File: src/common/arbPkg.sv
package arbPkg;

	// --------------------
	// Widths with a meaning
	typedef logic [55:0]  gpuCmd_t;     // GPU command word, code in [2:0]
	typedef logic [2:0]   memOp_t;      // Bit 0 = write
	typedef logic [14:0]  memAdr_t;     // 32768 blocks of 32 bytes
	typedef logic [2:0]   subAdr_t;     // 4 or 8 byte slot in a block
	typedef logic [1:0]   cmdSize_t;    // DDR access size
	typedef logic [255:0] block_t;      // One 32 byte block
	typedef logic [15:0]  blockMask_t;  // One bit per 16 bit pixel
	typedef logic [16:0]  texAdr_t;
	typedef logic [63:0]  texWord_t;
	typedef logic [31:0]  clutWord_t;
	typedef logic [2:0]   clutIdx_t;    // 0..7
	typedef logic [289:0] cmdWord_t;    // {mask, data, adr, op}

	// Outstanding read tracking
	typedef enum logic [1:0] {
		Idle,
		ReadTexL,
		ReadTexR,
		ReadClut
	} arbState_t;

	// --------------------
	// Command word opcodes
	localparam memOp_t OpReadBlock  = 3'd0;
	localparam memOp_t OpWriteBlock = 3'd1;
	localparam memOp_t OpRead8      = 3'd2;
	localparam memOp_t OpWritePixel = 3'd3;

	// GPU side command codes, anything else is dropped
	localparam logic [2:0] GpuCmdPixel = 3'd1;
	localparam logic [2:0] GpuCmdFill  = 3'd2;

	// DDR access sizes
	localparam cmdSize_t Size8  = 2'd0;
	localparam cmdSize_t Size32 = 2'd1;
	localparam cmdSize_t Size4  = 2'd2;

	// --------------------
	// Field positions inside cmdWord_t
	localparam int CmdOpLsb   = 0;
	localparam int CmdAdrLsb  = CmdOpLsb + $bits(memOp_t);    // 3
	localparam int CmdDataLsb = CmdAdrLsb + $bits(memAdr_t);  // 18
	localparam int CmdMaskLsb = CmdDataLsb + $bits(block_t);  // 274
	// Sub-address rides in mask bits 4..2 for 4/8 byte ops
	localparam int CmdSubLsb  = CmdMaskLsb + 2;

	localparam int CmdFifoDepth = 4;
	localparam int ClutWords    = 8;    // 32 bit slices per block

endpackage
File: src/memArbiterTop.sv
`timescale 1ns/100ps

module memArbiterTop (
	input  logic               gpuClk,
	input  logic               i_rstN,
	// GPU command side
	input  arbPkg::gpuCmd_t    i_memCmd,
	output logic               o_fifoFull,
	output logic               o_fifoComplete,
	output logic               o_busy,
	// Texture cache
	input  logic               i_texReqL,
	input  arbPkg::texAdr_t    i_texAdrL,
	output logic               o_texCompleteL,
	input  logic               i_texReqR,
	input  arbPkg::texAdr_t    i_texAdrR,
	output logic               o_texCompleteR,
	output arbPkg::texAdr_t    o_texWriteAdr,
	output logic               o_texWrite,
	output arbPkg::texWord_t   o_texData,
	// CLUT cache
	input  logic               i_clutReq,
	input  arbPkg::memAdr_t    i_clutAdr,
	output logic               o_clutComplete,
	output logic               o_clutWrite,
	output arbPkg::clutIdx_t   o_clutIndex,
	output arbPkg::clutWord_t  o_clutData,
	// DDR port
	output logic               o_command,
	input  logic               i_busy,
	output arbPkg::cmdSize_t   o_commandSize,
	output logic               o_write,
	output arbPkg::memAdr_t    o_adr,
	output arbPkg::subAdr_t    o_subadr,
	output arbPkg::blockMask_t o_writeMask,
	input  arbPkg::block_t     i_dataIn,
	input  logic               i_dataInValid,
	output arbPkg::block_t     o_dataOut
);
	import arbPkg::*;

	cmdWord_t  cmdWord;     // FSM to FIFO
	logic      cmdWrite;
	cmdWord_t  headWord;    // FIFO to bus
	logic      fifoEmpty;
	logic      pop;
	arbState_t state;
	texAdr_t   texAdr;
	logic      readDone;

	// --------------------
	// Request side
	requestFsm requestFsm_inst (
		.gpuClk         (gpuClk),
		.i_rstN         (i_rstN),
		.i_memCmd       (i_memCmd),
		.i_clutReq      (i_clutReq),
		.i_clutAdr      (i_clutAdr),
		.i_texReqL      (i_texReqL),
		.i_texReqR      (i_texReqR),
		.i_texAdrL      (i_texAdrL),
		.i_texAdrR      (i_texAdrR),
		.i_fifoFull     (o_fifoFull),
		.i_fifoEmpty    (fifoEmpty),
		.i_readDone     (readDone),
		.o_cmdWord      (cmdWord),
		.o_cmdWrite     (cmdWrite),
		.o_state        (state),
		.o_texAdr       (texAdr),
		.o_busy         (o_busy),
		.o_fifoComplete (o_fifoComplete)
	);

	cmdFifo #(
		.DEPTH (CmdFifoDepth)
	) cmdFifo_inst (
		.gpuClk   (gpuClk),
		.i_rstN   (i_rstN),
		.i_wrData (cmdWord),
		.i_wrEn   (cmdWrite),
		.i_rdEn   (pop),
		.o_rdData (headWord),
		.o_full   (o_fifoFull),
		.o_empty  (fifoEmpty)
	);

	// --------------------
	// DDR side
	busIssue busIssue_inst (
		.i_head        (headWord),
		.i_empty       (fifoEmpty),
		.i_busy        (i_busy),
		.o_pop         (pop),
		.o_command     (o_command),
		.o_write       (o_write),
		.o_commandSize (o_commandSize),
		.o_adr         (o_adr),
		.o_subadr      (o_subadr),
		.o_dataOut     (o_dataOut),
		.o_writeMask   (o_writeMask)
	);

	readReturn readReturn_inst (
		.gpuClk         (gpuClk),
		.i_rstN         (i_rstN),
		.i_state        (state),
		.i_texAdr       (texAdr),
		.i_dataIn       (i_dataIn),
		.i_dataInValid  (i_dataInValid),
		.o_texWrite     (o_texWrite),
		.o_texWriteAdr  (o_texWriteAdr),
		.o_texData      (o_texData),
		.o_texCompleteL (o_texCompleteL),
		.o_texCompleteR (o_texCompleteR),
		.o_clutWrite    (o_clutWrite),
		.o_clutIndex    (o_clutIndex),
		.o_clutData     (o_clutData),
		.o_clutComplete (o_clutComplete),
		.o_readDone     (readDone)
	);

endmodule

File: src/readReturn.sv
`timescale 1ns/100ps

module readReturn (
	input  logic              gpuClk,
	input  logic              i_rstN,
	input  arbPkg::arbState_t i_state,
	input  arbPkg::texAdr_t   i_texAdr,
	input  arbPkg::block_t    i_dataIn,
	input  logic              i_dataInValid,
	output logic              o_texWrite,
	output arbPkg::texAdr_t   o_texWriteAdr,
	output arbPkg::texWord_t  o_texData,
	output logic              o_texCompleteL,
	output logic              o_texCompleteR,
	output logic              o_clutWrite,
	output arbPkg::clutIdx_t  o_clutIndex,
	output arbPkg::clutWord_t o_clutData,
	output logic              o_clutComplete,
	output logic              o_readDone
);
	import arbPkg::*;

	block_t   resData;      // Returned block
	logic     resValid;
	clutIdx_t clutIdx;      // Slice being delivered
	logic     isTex;
	logic     lastSlice;

	assign isTex     = (i_state == ReadTexL) || (i_state == ReadTexR);
	assign lastSlice = (clutIdx == clutIdx_t'(ClutWords - 1));

	// Result register, payload only
	always_ff @(posedge gpuClk) begin
		if (i_dataInValid) begin
			resData <= i_dataIn;
		end
	end

	// --------------------
	// Valid flag and slice counter
	always_ff @(posedge gpuClk) begin
		if (!i_rstN) begin
			resValid <= 1'b0;
			clutIdx  <= '0;
		end else begin
			if (o_readDone) begin
				resValid <= 1'b0;   // Final delivery done
				clutIdx  <= '0;
			end else if (o_clutWrite) begin
				clutIdx <= clutIdx + 1'b1;
			end
			if (i_dataInValid) begin
				resValid <= 1'b1;
			end
		end
	end

	// Texture cache side, one 64 bit word
	assign o_texWrite     = resValid && isTex;
	assign o_texWriteAdr  = i_texAdr;
	assign o_texData      = resData[$bits(texWord_t)-1:0];
	assign o_texCompleteL = resValid && (i_state == ReadTexL);
	assign o_texCompleteR = resValid && (i_state == ReadTexR);

	// --------------------
	// CLUT side, eight slices
	assign o_clutWrite    = resValid && (i_state == ReadClut);
	assign o_clutIndex    = clutIdx;
	assign o_clutData     = resData[clutIdx * $bits(clutWord_t) +: $bits(clutWord_t)];
	assign o_clutComplete = o_clutWrite && lastSlice;   // With index 7

	assign o_readDone = o_texWrite || o_clutComplete;   // Releases the FSM

endmodule

File: src/busIssue.sv
`timescale 1ns/100ps

module busIssue (
	input  arbPkg::cmdWord_t   i_head,
	input  logic               i_empty,
	input  logic               i_busy,
	output logic               o_pop,
	output logic               o_command,
	output logic               o_write,
	output arbPkg::cmdSize_t   o_commandSize,
	output arbPkg::memAdr_t    o_adr,
	output arbPkg::subAdr_t    o_subadr,
	output arbPkg::block_t     o_dataOut,
	output arbPkg::blockMask_t o_writeMask
);
	import arbPkg::*;

	memOp_t     op;
	blockMask_t headMask;
	logic       hasSub;     // 4 or 8 byte access

	assign op       = i_head[CmdOpLsb +: $bits(memOp_t)];
	assign headMask = i_head[CmdMaskLsb +: $bits(blockMask_t)];
	assign hasSub   = (op == OpRead8) || (op == OpWritePixel);

	// --------------------
	// Size from opcode
	always_comb begin
		case (op)
			OpRead8:      o_commandSize = Size8;
			OpWritePixel: o_commandSize = Size4;
			default:      o_commandSize = Size32;   // Block read and fill
		endcase
	end

	// Issue and pop in the same cycle
	assign o_pop     = !i_empty && !i_busy;
	assign o_command = o_pop;

	assign o_write   = op[0];
	assign o_adr     = i_head[CmdAdrLsb +: $bits(memAdr_t)];
	assign o_subadr  = hasSub ? i_head[CmdSubLsb +: $bits(subAdr_t)] : '0; // Zero for 32 byte
	assign o_dataOut = i_head[CmdDataLsb +: $bits(block_t)];

	// Small ops keep only the 2 bit pixel mask, sub-address bits stripped
	assign o_writeMask = hasSub ? {14'd0, headMask[1:0]} : headMask;

endmodule

File: src/cmdFifo.sv
`timescale 1ns/100ps

module cmdFifo #(
	parameter int DEPTH = arbPkg::CmdFifoDepth
) (
	input  logic             gpuClk,
	input  logic             i_rstN,
	input  arbPkg::cmdWord_t i_wrData,
	input  logic             i_wrEn,
	input  logic             i_rdEn,
	output arbPkg::cmdWord_t o_rdData,
	output logic             o_full,
	output logic             o_empty
);
	import arbPkg::*;

	localparam int PtrW = (DEPTH > 1) ? $clog2(DEPTH) : 1;
	localparam int CntW = $clog2(DEPTH + 1);

	cmdWord_t        mem [DEPTH];
	logic [PtrW-1:0] wrPtr;
	logic [PtrW-1:0] rdPtr;
	logic [CntW-1:0] count;   // Words held
	logic            doWr;
	logic            doRd;

	assign doWr = i_wrEn && !o_full;    // Overflow guard
	assign doRd = i_rdEn && !o_empty;

	// Storage
	always_ff @(posedge gpuClk) begin
		if (doWr) begin
			mem[wrPtr] <= i_wrData;
		end
	end

	// --------------------
	// Pointers and occupancy
	always_ff @(posedge gpuClk) begin
		if (!i_rstN) begin
			wrPtr <= '0;
			rdPtr <= '0;
			count <= '0;
		end else begin
			if (doWr) begin
				wrPtr <= (wrPtr == PtrW'(DEPTH - 1)) ? '0 : wrPtr + 1'b1;
			end
			if (doRd) begin
				rdPtr <= (rdPtr == PtrW'(DEPTH - 1)) ? '0 : rdPtr + 1'b1;
			end
			case ({doWr, doRd})
				2'b10:   count <= count + 1'b1;
				2'b01:   count <= count - 1'b1;
				default: count <= count;    // Both or none
			endcase
		end
	end

	assign o_rdData = mem[rdPtr];   // Head, no pop needed
	assign o_full   = (count == CntW'(DEPTH));
	assign o_empty  = (count == '0);

endmodule

File: src/requestFsm.sv
`timescale 1ns/100ps

module requestFsm (
	input  logic              gpuClk,
	input  logic              i_rstN,
	input  arbPkg::gpuCmd_t   i_memCmd,
	input  logic              i_clutReq,
	input  arbPkg::memAdr_t   i_clutAdr,
	input  logic              i_texReqL,
	input  logic              i_texReqR,
	input  arbPkg::texAdr_t   i_texAdrL,
	input  arbPkg::texAdr_t   i_texAdrR,
	input  logic              i_fifoFull,
	input  logic              i_fifoEmpty,
	input  logic              i_readDone,
	output arbPkg::cmdWord_t  o_cmdWord,
	output logic              o_cmdWrite,
	output arbPkg::arbState_t o_state,
	output arbPkg::texAdr_t   o_texAdr,
	output logic              o_busy,
	output logic              o_fifoComplete
);
	import arbPkg::*;

	arbState_t state;
	arbState_t nextState;
	texAdr_t   texAdrSel;     // L wins over R
	texAdr_t   texAdrSaved;   // Where the returned line goes
	logic      saveTexAdr;
	logic      gpuPixel;
	logic      gpuFill;

	assign gpuPixel  = (i_memCmd[2:0] == GpuCmdPixel);
	assign gpuFill   = (i_memCmd[2:0] == GpuCmdFill);
	assign texAdrSel = i_texReqL ? i_texAdrL : i_texAdrR;

	// --------------------
	// Pick a request and pack it
	always_comb begin
		o_cmdWord  = '0;    // Unused fields stay zero
		o_cmdWrite = 1'b0;
		nextState  = state;
		saveTexAdr = 1'b0;
		if (state == Idle) begin
			if (!i_fifoFull) begin
				if (gpuPixel) begin
					o_cmdWrite = 1'b1;
					o_cmdWord[CmdOpLsb +: $bits(memOp_t)]   = OpWritePixel;
					o_cmdWord[CmdAdrLsb +: $bits(memAdr_t)] = i_memCmd[21:7];
					o_cmdWord[CmdDataLsb +: 32]             = i_memCmd[55:24]; // Low word
					o_cmdWord[CmdMaskLsb +: 2]              = i_memCmd[23:22]; // Pixel mask
					o_cmdWord[CmdSubLsb +: $bits(subAdr_t)] = i_memCmd[6:4];
				end else if (gpuFill) begin
					o_cmdWrite = 1'b1;
					o_cmdWord[CmdOpLsb +: $bits(memOp_t)]     = OpWriteBlock;
					o_cmdWord[CmdAdrLsb +: $bits(memAdr_t)]   = i_memCmd[21:7];
					o_cmdWord[CmdDataLsb +: $bits(block_t)]   = {16{i_memCmd[55:40]}};
					o_cmdWord[CmdMaskLsb +: $bits(blockMask_t)] = '1; // Every pixel
				end else if (i_clutReq) begin
					// Whole block read, sliced on return
					o_cmdWrite = 1'b1;
					o_cmdWord[CmdOpLsb +: $bits(memOp_t)]   = OpReadBlock;
					o_cmdWord[CmdAdrLsb +: $bits(memAdr_t)] = i_clutAdr;
					nextState = ReadClut;
				end else if (i_texReqL || i_texReqR) begin
					o_cmdWrite = 1'b1;
					saveTexAdr = 1'b1;
					o_cmdWord[CmdOpLsb +: $bits(memOp_t)]   = OpRead8;
					o_cmdWord[CmdAdrLsb +: $bits(memAdr_t)] = texAdrSel[16:2];
					o_cmdWord[CmdSubLsb +: $bits(subAdr_t)] = {texAdrSel[1:0], 1'b0};
					nextState = i_texReqL ? ReadTexL : ReadTexR;
				end
			end
		end else if (i_readDone) begin
			nextState = Idle;   // Read delivered, free again
		end
	end

	always_ff @(posedge gpuClk) begin
		if (!i_rstN) begin
			state <= Idle;
		end else begin
			state <= nextState;
		end
	end

	always_ff @(posedge gpuClk) begin
		if (saveTexAdr) begin
			texAdrSaved <= texAdrSel;
		end
	end

	assign o_state        = state;
	assign o_texAdr       = texAdrSaved;
	assign o_busy         = i_fifoFull || (state != Idle);  // Stall GPU
	assign o_fifoComplete = (state == Idle) && i_fifoEmpty; // All work drained

endmodule

File: config.mk
export PLATFORM = sky130hd
export DESIGN_NAME = memArbiterTop
export DESIGN_NICKNAME = d
export VERILOG_FILES = /design/src/common/arbPkg.sv /design/src/memArbiterTop.sv /design/src/readReturn.sv /design/src/busIssue.sv /design/src/cmdFifo.sv /design/src/requestFsm.sv
export SDC_FILE = /design/constraint.sdc
export NUM_CORES = 1
export LEC_CHECK = 0
export BUFFER_PORTS_ARGS = -buffer_cell sky130_fd_sc_hd__buf_2
export CORE_AREA = 2 2 309 311
export DETAILED_ROUTE_END_ITERATION = 7
export DIE_AREA = 0 0 311 313
export SLEW_MARGIN = 20
export SYNTH_ARGS = -nofsm -noshare
export SYNTH_HDL_FRONTEND = slang
export SYNTH_SLANG_ARGS = --single-unit
File: constraint.sdc
create_clock -name gpuClk -period 4.74 [get_ports gpuClk]
set_input_delay 0.948 -clock gpuClk [delete_from_list [all_inputs] [get_ports gpuClk]]
set_output_delay 0.948 -clock gpuClk [all_outputs]
set_load 0.01 [all_outputs]
==> impl_metrics.tcl, run 1 <==
set metrics [dict create \
    crit_type "reg -> out" \
    post-synth-top-count-cell "edfxtp_1" \
    vias 14000 \
    fin_skew_ns 0.0153 \
    rows 113 \
    hpwl_um 56800 \
    grt_pass1_wl_um 104000 \
    htreeDepth 2 \
    cts_resized 0 \
    cp-start-kind "register" \
    cts_inserted_buffers 60 \
    crit_path_start "readReturn_inst.o_clutIndex[0]$_SDFFE_PP0P_" \
    critPathRequiredTime_ns 3.79 \
    clk_pin_slew_ns 0.06 \
    period_share_pct 82.1 \
    setup_viol 0 \
    core-area_mm2 0.0942 \
    synth_area_leader_cell "edfxtp_1" \
    synthesis.area_mm2 0.0248 \
    wl_per_cell_um 23.5 \
    synth_top_cells_by_count "edfxtp_1 (557), buf_4 (287), mux4_2 (107), nand2_1 (62), mux2_2 (49)" \
    die_h_um 313 \
    place.gp.congestion 0.859 \
    ant_nets 0 \
    ys.flop_type "edfxtp_1" \
    dieArea_mm2 0.0973 \
    vdd_drop_max_mv 0.338 \
    ys_async_sr_fraction_pct 0 \
    grt_start_max_net_pins 98 \
    synthTopCellsByArea "edfxtp_1 (67%), mux4_2 (9.7%), buf_4 (8.7%)" \
    cts.path.max_buffers 3 \
    place.port_buffers 784 \
    cts_tree "done" \
    track_usage_pct 15.0 \
    clkLatencyLatePin_ns 0.63 \
    worstMarginPinSlew_ns 1.13 \
    power_leakage_uw 0.0115 \
    hp-class "in -> reg" \
    ioPinCount 786 \
    syn-num-nets 1752 \
    die_w_um 311 \
    fin_nets 2281 \
    arrival_ns 2.94 \
    drt_iter0_markers 888 \
    rsz0062_at_grt "false" \
    power.density_mw_per_mm2 594 \
    yosysWarnings 0 \
    drc 0 \
    postCtsSetupBuffers 0 \
    status "complete, no violations" \
    via_per_inst 4.35 \
    grt-ovfl-total 0 \
    initial_core_util_pct 26.3 \
    first_pass_iters 5 \
    postSynthAreaPerCell_um2 18.1 \
    maxCapViolations 0 \
    cts.sinks 572 \
    fillers 9202 \
    rr_startpoint "requestFsm_inst.o_state[0]$_SDFFE_PN0P_" \
    min_period_ns 3.89 \
    finalWirelength_um 75500 \
    ys_types 43 \
    synth_seq_area_share_pct 68.6 \
    maxSlewViolCount 0 \
    antenna_found_initial 23 \
    layout-drive-gt1-share_pct 54.9 \
    cts_root_buf "clkbuf_16" \
    area_growth_pct 21.3 \
    synth_edf_count 557 \
    ys_seq_elements 572 \
    fmax_mhz 257 \
    hold_violations 0 \
    netlist_instances 1371 \
    finalSetupTns_ns 0 \
    total_power_uw 17900 \
    worstHoldStart "i_dataIn[124]" \
    crit_fanout 28 \
    slew_headroom_pct 24.8 \
    grt_pass1_vias 14200 \
    synth_top_area_share_pct 67.4 \
    postCtsHoldBufs 0 \
    end_kind "output pin" \
]
==> final timing paths <==
kind	to	slack, ns	depth (start not counted)
min reg2reg	cmdFifo_inst.wrPtr[1]$_SDFFE_PN0P_	0.51	2
max	o_clutData[20]	0.85	4
max reg2reg	cmdFifo_inst.mem[1][269]$_DFFE_PP_	2.01	7
min	readReturn_inst.resData[124]$_DFFE_PP_	0.48	1
==> layout make-up <==
| type | count | area, µm² | share of cell area (%) |
|---|---|---|---|
| Clock buffer | 67 | 1530 | 5.08 |
| Inverter | 14 | 52.6 | 0.175 |
| Antenna cell | 4 | 10.0 | 0.0333 |
| Clock inverter | 41 | 364 | 1.21 |
| Multi-Input combinational cell | 444 | 5300 | 17.6 |
| Timing Repair Buffer | 808 | 4200 | 14.0 |
| Sequential cell | 572 | 17000 | 56.7 |
| Tap cell | 1265 | 1580 | 5.26 |
==> power breakdown <==
| group | switching [µW] | internal, µW |
|---|---|---|
| clock | 1970 | 2590 |
| combinational | 3790 | 2360 |
| sequential | 315 | 6850 |
==> metal layers <==
layer  track usage (%)  share of wire, %  vias up
met5                 0              0.21        -
met1              16.8                36     7000
met3              5.49               9.4      127
met2              26.0                50      728
li1                  -                 -     6115
met4              5.48               3.6       26
==> sequential cells by signal (all words and copies together) (netlist names), named ones only <==
register                     flops
cmdFifo_inst.count               3
cmdFifo_inst.mem               284
cmdFifo_inst.rdPtr               2
cmdFifo_inst.wrPtr               2
readReturn_inst.o_clutIndex      3
readReturn_inst.resData        256
readReturn_inst.resValid         1
requestFsm_inst.o_state          2
requestFsm_inst.o_texAdr        17
==> per-stage QoR <==
stage                     util [%]  std cells  setup WS, ns  hold WS [ns]  area (µm²)
after global routing          31.9       3213         0.706         0.424       30100
after floorplan                  -       1371         0.948         0.468       24800
after detailed placement      29.9       3103          1.35         0.500       28200
final                         31.9       3215         0.851         0.481       30100
after global placement        29.9       3103          1.39         0.476       28200
after CTS                     31.9       3211         0.764         0.416       30100
==> kinds of logic (layout without fill, tap and decap cells) <==
logic type                 after synthesis  in the layout  share of synthesized area [%]
other                                    0              4                              0
muxes                                  188            188                           15.1
DFF                                    572            572                           68.6
AOI/OAI and AO/OA                       67             67                           1.83
and+or+nand+nor                        173            173                           3.55
buffers and inverters                  355            930                           10.1
xor gates and xnor gates                 3              3                          0.106
adders and majority gates               13             13                          0.686
==> placed cells by master (no fill, tap or decap), types with 5 or more instances in the layout <==
master / instances
buf_2: 783
edfxtp_1: 557
mux4_2: 107
nand2_1: 62
clkbuf_16: 60
mux2_2: 49
a21oi_1: 34
and3_1: 33
mux4_1: 28
clkinv_1: 18
nand2b_1: 17
nand3_1: 17
buf_4: 17
a221o_1: 15
inv_1: 12
ha_1: 12
nor2_1: 10
and2_1: 10
dfxtp_1: 10
clkbuf_1: 7
buf_12: 7
nor2b_1: 6
clkinv_2: 6
clkinvlp_4: 6
o21ai_0: 5
bufinv_16: 5
==> critical path, cell delays in order (launching register included) <==
cell and delay [ns]:
dfxtp_4 0.69, buf_4 0.41, mux4_1 0.70, mux2_2 0.31
buf_2 0.14
No activity file was read; power rests on OpenSTA's default activity.
==> inputs of run 2 (changes only) <==
==> constraint.sdc (replaced) <==
create_clock -name gpuClk -period 3.95 [get_ports gpuClk]
set_input_delay 0.79 -clock gpuClk [delete_from_list [all_inputs] [get_ports gpuClk]]
set_output_delay 0.79 -clock gpuClk [all_outputs]
set_load 0.01 [all_outputs]
==> impl_metrics.tcl, run 2 (synthesis gave the netlist of run 1 again) <==
set metrics [dict create \
    final_common_cell "buf_2" \
    maxSlewViolCount 0 \
    path_cells "buf_4 > mux4_2 > mux2_2 > buf_2" \
    worst-r2r-cell-count 7 \
    ant_nets 0 \
    cts.sinks 572 \
    die_h_um 313 \
    htreeDepth 2 \
    finalWirelength_um 75900 \
    status "complete, no violations" \
    place.gp.congestion 0.898 \
    initial_core_util_pct 26.3 \
    finalSetupTns_ns 0 \
    first_pass_iters 5 \
    postCtsHoldBufs 0 \
    grt-ovfl-total 0 \
    cts_tree "done" \
    fin_nets 2299 \
    hpwl_um 58200 \
    critPathRequiredTime_ns 3.16 \
    clkLatencyLatePin_ns 0.64 \
    min_path_cells 1 \
    crit_type "reg -> out" \
    grt_pass1_vias 14600 \
    regMostFlops "cmdFifo_inst.mem" \
    dieArea_mm2 0.0973 \
    place.port_buffers 784 \
    clk_pin_slew_ns 0.07 \
    dp_slack_ns 0.832 \
    rr_startpoint "requestFsm_inst.o_state[0]$_SDFFE_PN0P_" \
    slew_headroom_pct 35.8 \
    min_period_ns 3.60 \
    setup_viol 0 \
    arrival_ns 2.81 \
    slowest_stage "dfxtp_4" \
    rsz0062_at_grt "false" \
    rows 113 \
    maxCapViolations 0 \
    fillers 9209 \
    antenna_found_initial 23 \
    drc 0 \
    timing.final.ws_setup_ns 0.349 \
    vias 14100 \
    cts_root_buf "clkbuf_16" \
    worstMarginPinSlew_ns 0.962 \
    vdd_drop_max_mv 0.382 \
    whs_endpoint "readReturn_inst.resData[16]$_DFFE_PP_" \
    cp_slowest_stage_delay_ns 0.69 \
    end_kind "output pin" \
    postCtsSetupBuffers 0 \
    r2r_end "cmdFifo_inst.mem[2][29]$_DFFE_PP_" \
    power_leakage_uw 0.0117 \
    fmax_mhz 278 \
    hp-class "in -> reg" \
    power.density_mw_per_mm2 717 \
    cts.path.max_buffers 3 \
    cts_inserted_buffers 60 \
    period_share_pct 91.2 \
    area_growth_pct 22.3 \
    grt_start_max_net_pins 96 \
    final_cell_mix "buf_2 (783), edfxtp_1 (557), mux4_2 (107)" \
    largest_register_ffs 284 \
    via_per_inst 4.36 \
    die_w_um 311 \
    post-route-util_pct 32.2 \
    cp-start-kind "register" \
    r2r_slack_ns 1.27 \
    total_power_uw 21800 \
    core-area_mm2 0.0942 \
    cts_resized 0 \
    hold_violations 0 \
    worstHoldStart "i_dataIn[16]" \
    wl_per_cell_um 23.5 \
    grt_pass1_wl_um 105000 \
    drt_iter0_markers 851 \
    track_usage_pct 15.2 \
    crit_fanout 30 \
    fin_skew_ns 0.0221 \
    ioPinCount 786 \
    layout-drive-gt1-share_pct 55.7 \
]
## run 2: changes by cell type in the layout (fill, tap and decap cells not counted), sizes merged
cell      previous run  this run
diode                4         5
inv                 17        18
buf                808       826
clkinvlp             6         5
bufinv               5         7
clkinv              27        24
## run 2: layout make-up
| class | instances | area, µm² | share of cell area (%) |
|---|---|---|---|
| Inverter | 14 | 52.6 | 0.173 |
| Timing Repair Buffer | 826 | 4400 | 14.5 |
| Tap cell | 1265 | 1580 | 5.22 |
| Sequential cell | 572 | 17000 | 56.2 |
| Antenna cell | 5 | 12.5 | 0.0412 |
| Clock buffer | 67 | 1530 | 5.03 |
| Clock inverter | 40 | 428 | 1.41 |
| Multi-Input combinational cell | 444 | 5300 | 17.5 |
## run 2: worst max path at each step
stage | slack (ns) | start | cells after the start | endpoint
after global placement | 0.86 | i_memCmd[1] | 6 | cmdFifo_inst.mem[2][18]$_DFFE_PP_
after CTS | 0.19 | readReturn_inst.o_clutIndex[0]$_SDFFE_PP0P_ | 4 | o_clutData[25]
final | 0.35 | readReturn_inst.o_clutIndex[0]$_SDFFE_PP0P_ | 4 | o_clutData[25]
after floorplan | 0.32 | i_memCmd[1] | 4 | cmdFifo_inst.mem[1][0]$_DFFE_PP_
after global routing | 0.14 | readReturn_inst.o_clutIndex[0]$_SDFFE_PP0P_ | 4 | o_clutData[25]
after detailed placement | 0.83 | i_memCmd[1] | 6 | cmdFifo_inst.mem[2][18]$_DFFE_PP_
## run 2: report_power, final
group / total (µW) / internal, µW / switching, µW
registers: 8550 / 8220 / 330
clock network: 5630 / 3240 / 2380
logic: 7580 / 2960 / 4630
total: 21800 / 14400 / 7340
## run 2: layer usage
layer	wire length, µm	global-route usage, %	up-vias
li1	-	-	6157
met2	39000	27.1	733
met1	27200	16.7	7070
met4	2440	4.92	24
met5	154	0	-
met3	7130	5.47	126
## run 2: metrics by stage
| stage | instances | cell area [µm²] | hold WS [ns] |
|---|---|---|---|
| 3_3_place_gp | 3121 | 28400 | 0.477 |
| 4_1_cts | 3228 | 30300 | 0.244 |
| 6_report | 3233 | 30300 | 0.315 |
| 2_1_floorplan | 1371 | 24800 | 0.468 |
| 5_1_grt | 3230 | 30300 | 0.253 |
| 3_5_place_dp | 3121 | 28400 | 0.511 |
## run 2: critical path: cells and delay by family (launching register included)
family | cells | cell delay (ns)
DFF | 1 | 0.69
muxes | 2 | 0.85
buffers and inverters | 2 | 0.58
==> inputs of run 3 (changes only) <==
--- a/config.mk
+++ b/config.mk
@@ -5,7 +5,7 @@
 export SDC_FILE = /design/constraint.sdc
 export NUM_CORES = 1
 export LEC_CHECK = 0
-export BUFFER_PORTS_ARGS = -buffer_cell sky130_fd_sc_hd__buf_2
+export BUFFER_PORTS_ARGS = -buffer_cell sky130_fd_sc_hd__buf_4
 export CORE_AREA = 2 2 309 311
 export DETAILED_ROUTE_END_ITERATION = 7
 export DIE_AREA = 0 0 311 313
==> impl_metrics.tcl, run 3 (synthesis gave the netlist of run 1 again) <==
set metrics [dict create \
    vias 14100 \
    hp-class "in -> reg" \
    min_period_ns 3.63 \
    hpwl_um 58800 \
    final_common_cell "buf_4" \
    rows 113 \
    worstMarginPinSlew_ns 0.906 \
    htreeDepth 2 \
    status "complete, no violations" \
    track_usage_pct 15.2 \
    power_leakage_uw 0.0123 \
    fin_nets 2297 \
    vdd_drop_max_mv 0.363 \
    clk_pin_slew_ns 0.06 \
    n_antenna_cell 0 \
    place.port_buffers 784 \
    first_pass_iters 5 \
    fmax_mhz 275 \
    place.gp.congestion 0.861 \
    fillers 9017 \
    cts_inserted_buffers 60 \
    min_path_cells 1 \
    via_per_inst 4.37 \
    postCtsHoldBufs 0 \
    clkLatencyLatePin_ns 0.64 \
    power.density_mw_per_mm2 720 \
    cts_tree "done" \
    regMostFlops "cmdFifo_inst.mem" \
    critPathRequiredTime_ns 3.16 \
    setup_viol 0 \
    rsz0062_at_grt "false" \
    arrival_ns 2.84 \
    dpl_cell_area_mm2 0.0303 \
    die_h_um 313 \
    dieArea_mm2 0.0973 \
    grt-ovfl-total 0 \
    postCtsSetupBuffers 0 \
    layout-drive-gt1-share_pct 55.7 \
    wl_per_cell_um 23.9 \
    drc 0 \
    grt_pass1_vias 14600 \
    final_cell_mix "buf_4 (814), edfxtp_1 (557), mux4_2 (107)" \
    maxCapViolations 0 \
    crit_fanout 34 \
    placedCellCount 3119 \
    hold_violations 0 \
    cts.sinks 572 \
    cts_root_buf "clkbuf_16" \
    fin_skew_ns 0.0203 \
    finalSetupTns_ns 0 \
    crit_type "reg -> out" \
    end_kind "output pin" \
    largest_register_ffs 284 \
    drt_iter0_markers 818 \
    total_power_uw 23300 \
    core-area_mm2 0.0942 \
    cts_resized 0 \
    worst-r2r-cell-count 12 \
    finalWirelength_um 77200 \
    ioPinCount 786 \
    die_w_um 311 \
    antenna_found_initial 17 \
    slew_headroom_pct 39.6 \
    grt_pass1_wl_um 107000 \
    fin_area_mm2 0.0323 \
    grt_start_max_net_pins 108 \
    area_growth_pct 30.2 \
    cts.path.max_buffers 3 \
    ant_nets 0 \
    initial_core_util_pct 26.3 \
    instances_no_fill 3232 \
    cp-start-kind "register" \
    period_share_pct 91.9 \
    maxSlewViolCount 0 \
]
## run 3: changes by cell type in the layout (fill, tap and decap cells not counted), sizes merged
cell,change
buf,-2
bufinv,+1
clkbuf,+3
clkinv,+2
clkinvlp,-1
diode,-5
inv,+1
## run 3: worst paths after layout
path                                                     from                                      to  slack [ns]
setup / recovery  readReturn_inst.o_clutIndex[0]$_SDFFE_PP0P_                           o_clutData[9]        0.32
hold reg to reg            cmdFifo_inst.wrPtr[1]$_SDFFE_PN0P_      cmdFifo_inst.wrPtr[1]$_SDFFE_PN0P_        0.51
hold / removal                                  i_dataIn[106]  readReturn_inst.resData[106]$_DFFE_PP_        0.32
setup reg to reg      requestFsm_inst.o_state[1]$_SDFFE_PN0P_      cmdFifo_inst.count[2]$_SDFFE_PN0P_        1.32
## run 3: power by group
part / total, µW / internal, µW / switching [µW]
clock: 5750 / 3330 / 2420
sequential: 8560 / 8220 / 343
combinational: 8950 / 4200 / 4750
## run 3: through the flow
stage	worst slack [ns]	hold slack (ns)	utilization, %
finish	0.320	0.324	34.3
global route	0.122	0.268	34.3
CTS	0.204	0.263	34.3
detailed placement	0.886	0.505	32.2
global placement	0.891	0.477	32.2
floorplan	0.316	0.468	-
## run 3: worst max-delay path, stage by stage, from the launching register on
cell,delay (ns)
dfxtp_4,0.75
buf_4,0.45
mux4_2,0.57
mux2_2,0.27
buf_4,0.14
## run 3: cell type report
type                    instances  area [µm²]  share of cell area (%)
inverters                      14        52.6                   0.163
repair buffers                824        6310                    19.5
multi-input cells             444        5300                    16.4
flip-flops and latches        572       17000                    52.8
well taps                    1265        1580                    4.90
clock inverters                43         467                    1.45
clock buffers                  70        1540                    4.77
## run 3: layer usage
| layer | GRT usage, % | part of all wire (%) | vias up |
|---|---|---|---|
| li1 | - | - | 6139 |
| met5 | 0 | 0.16 | - |
| met3 | 5.13 | 8.9 | 123 |
| met1 | 17.2 | 37 | 7117 |
| met4 | 3.71 | 2.2 | 20 |
| met2 | 27.5 | 52 | 714 |
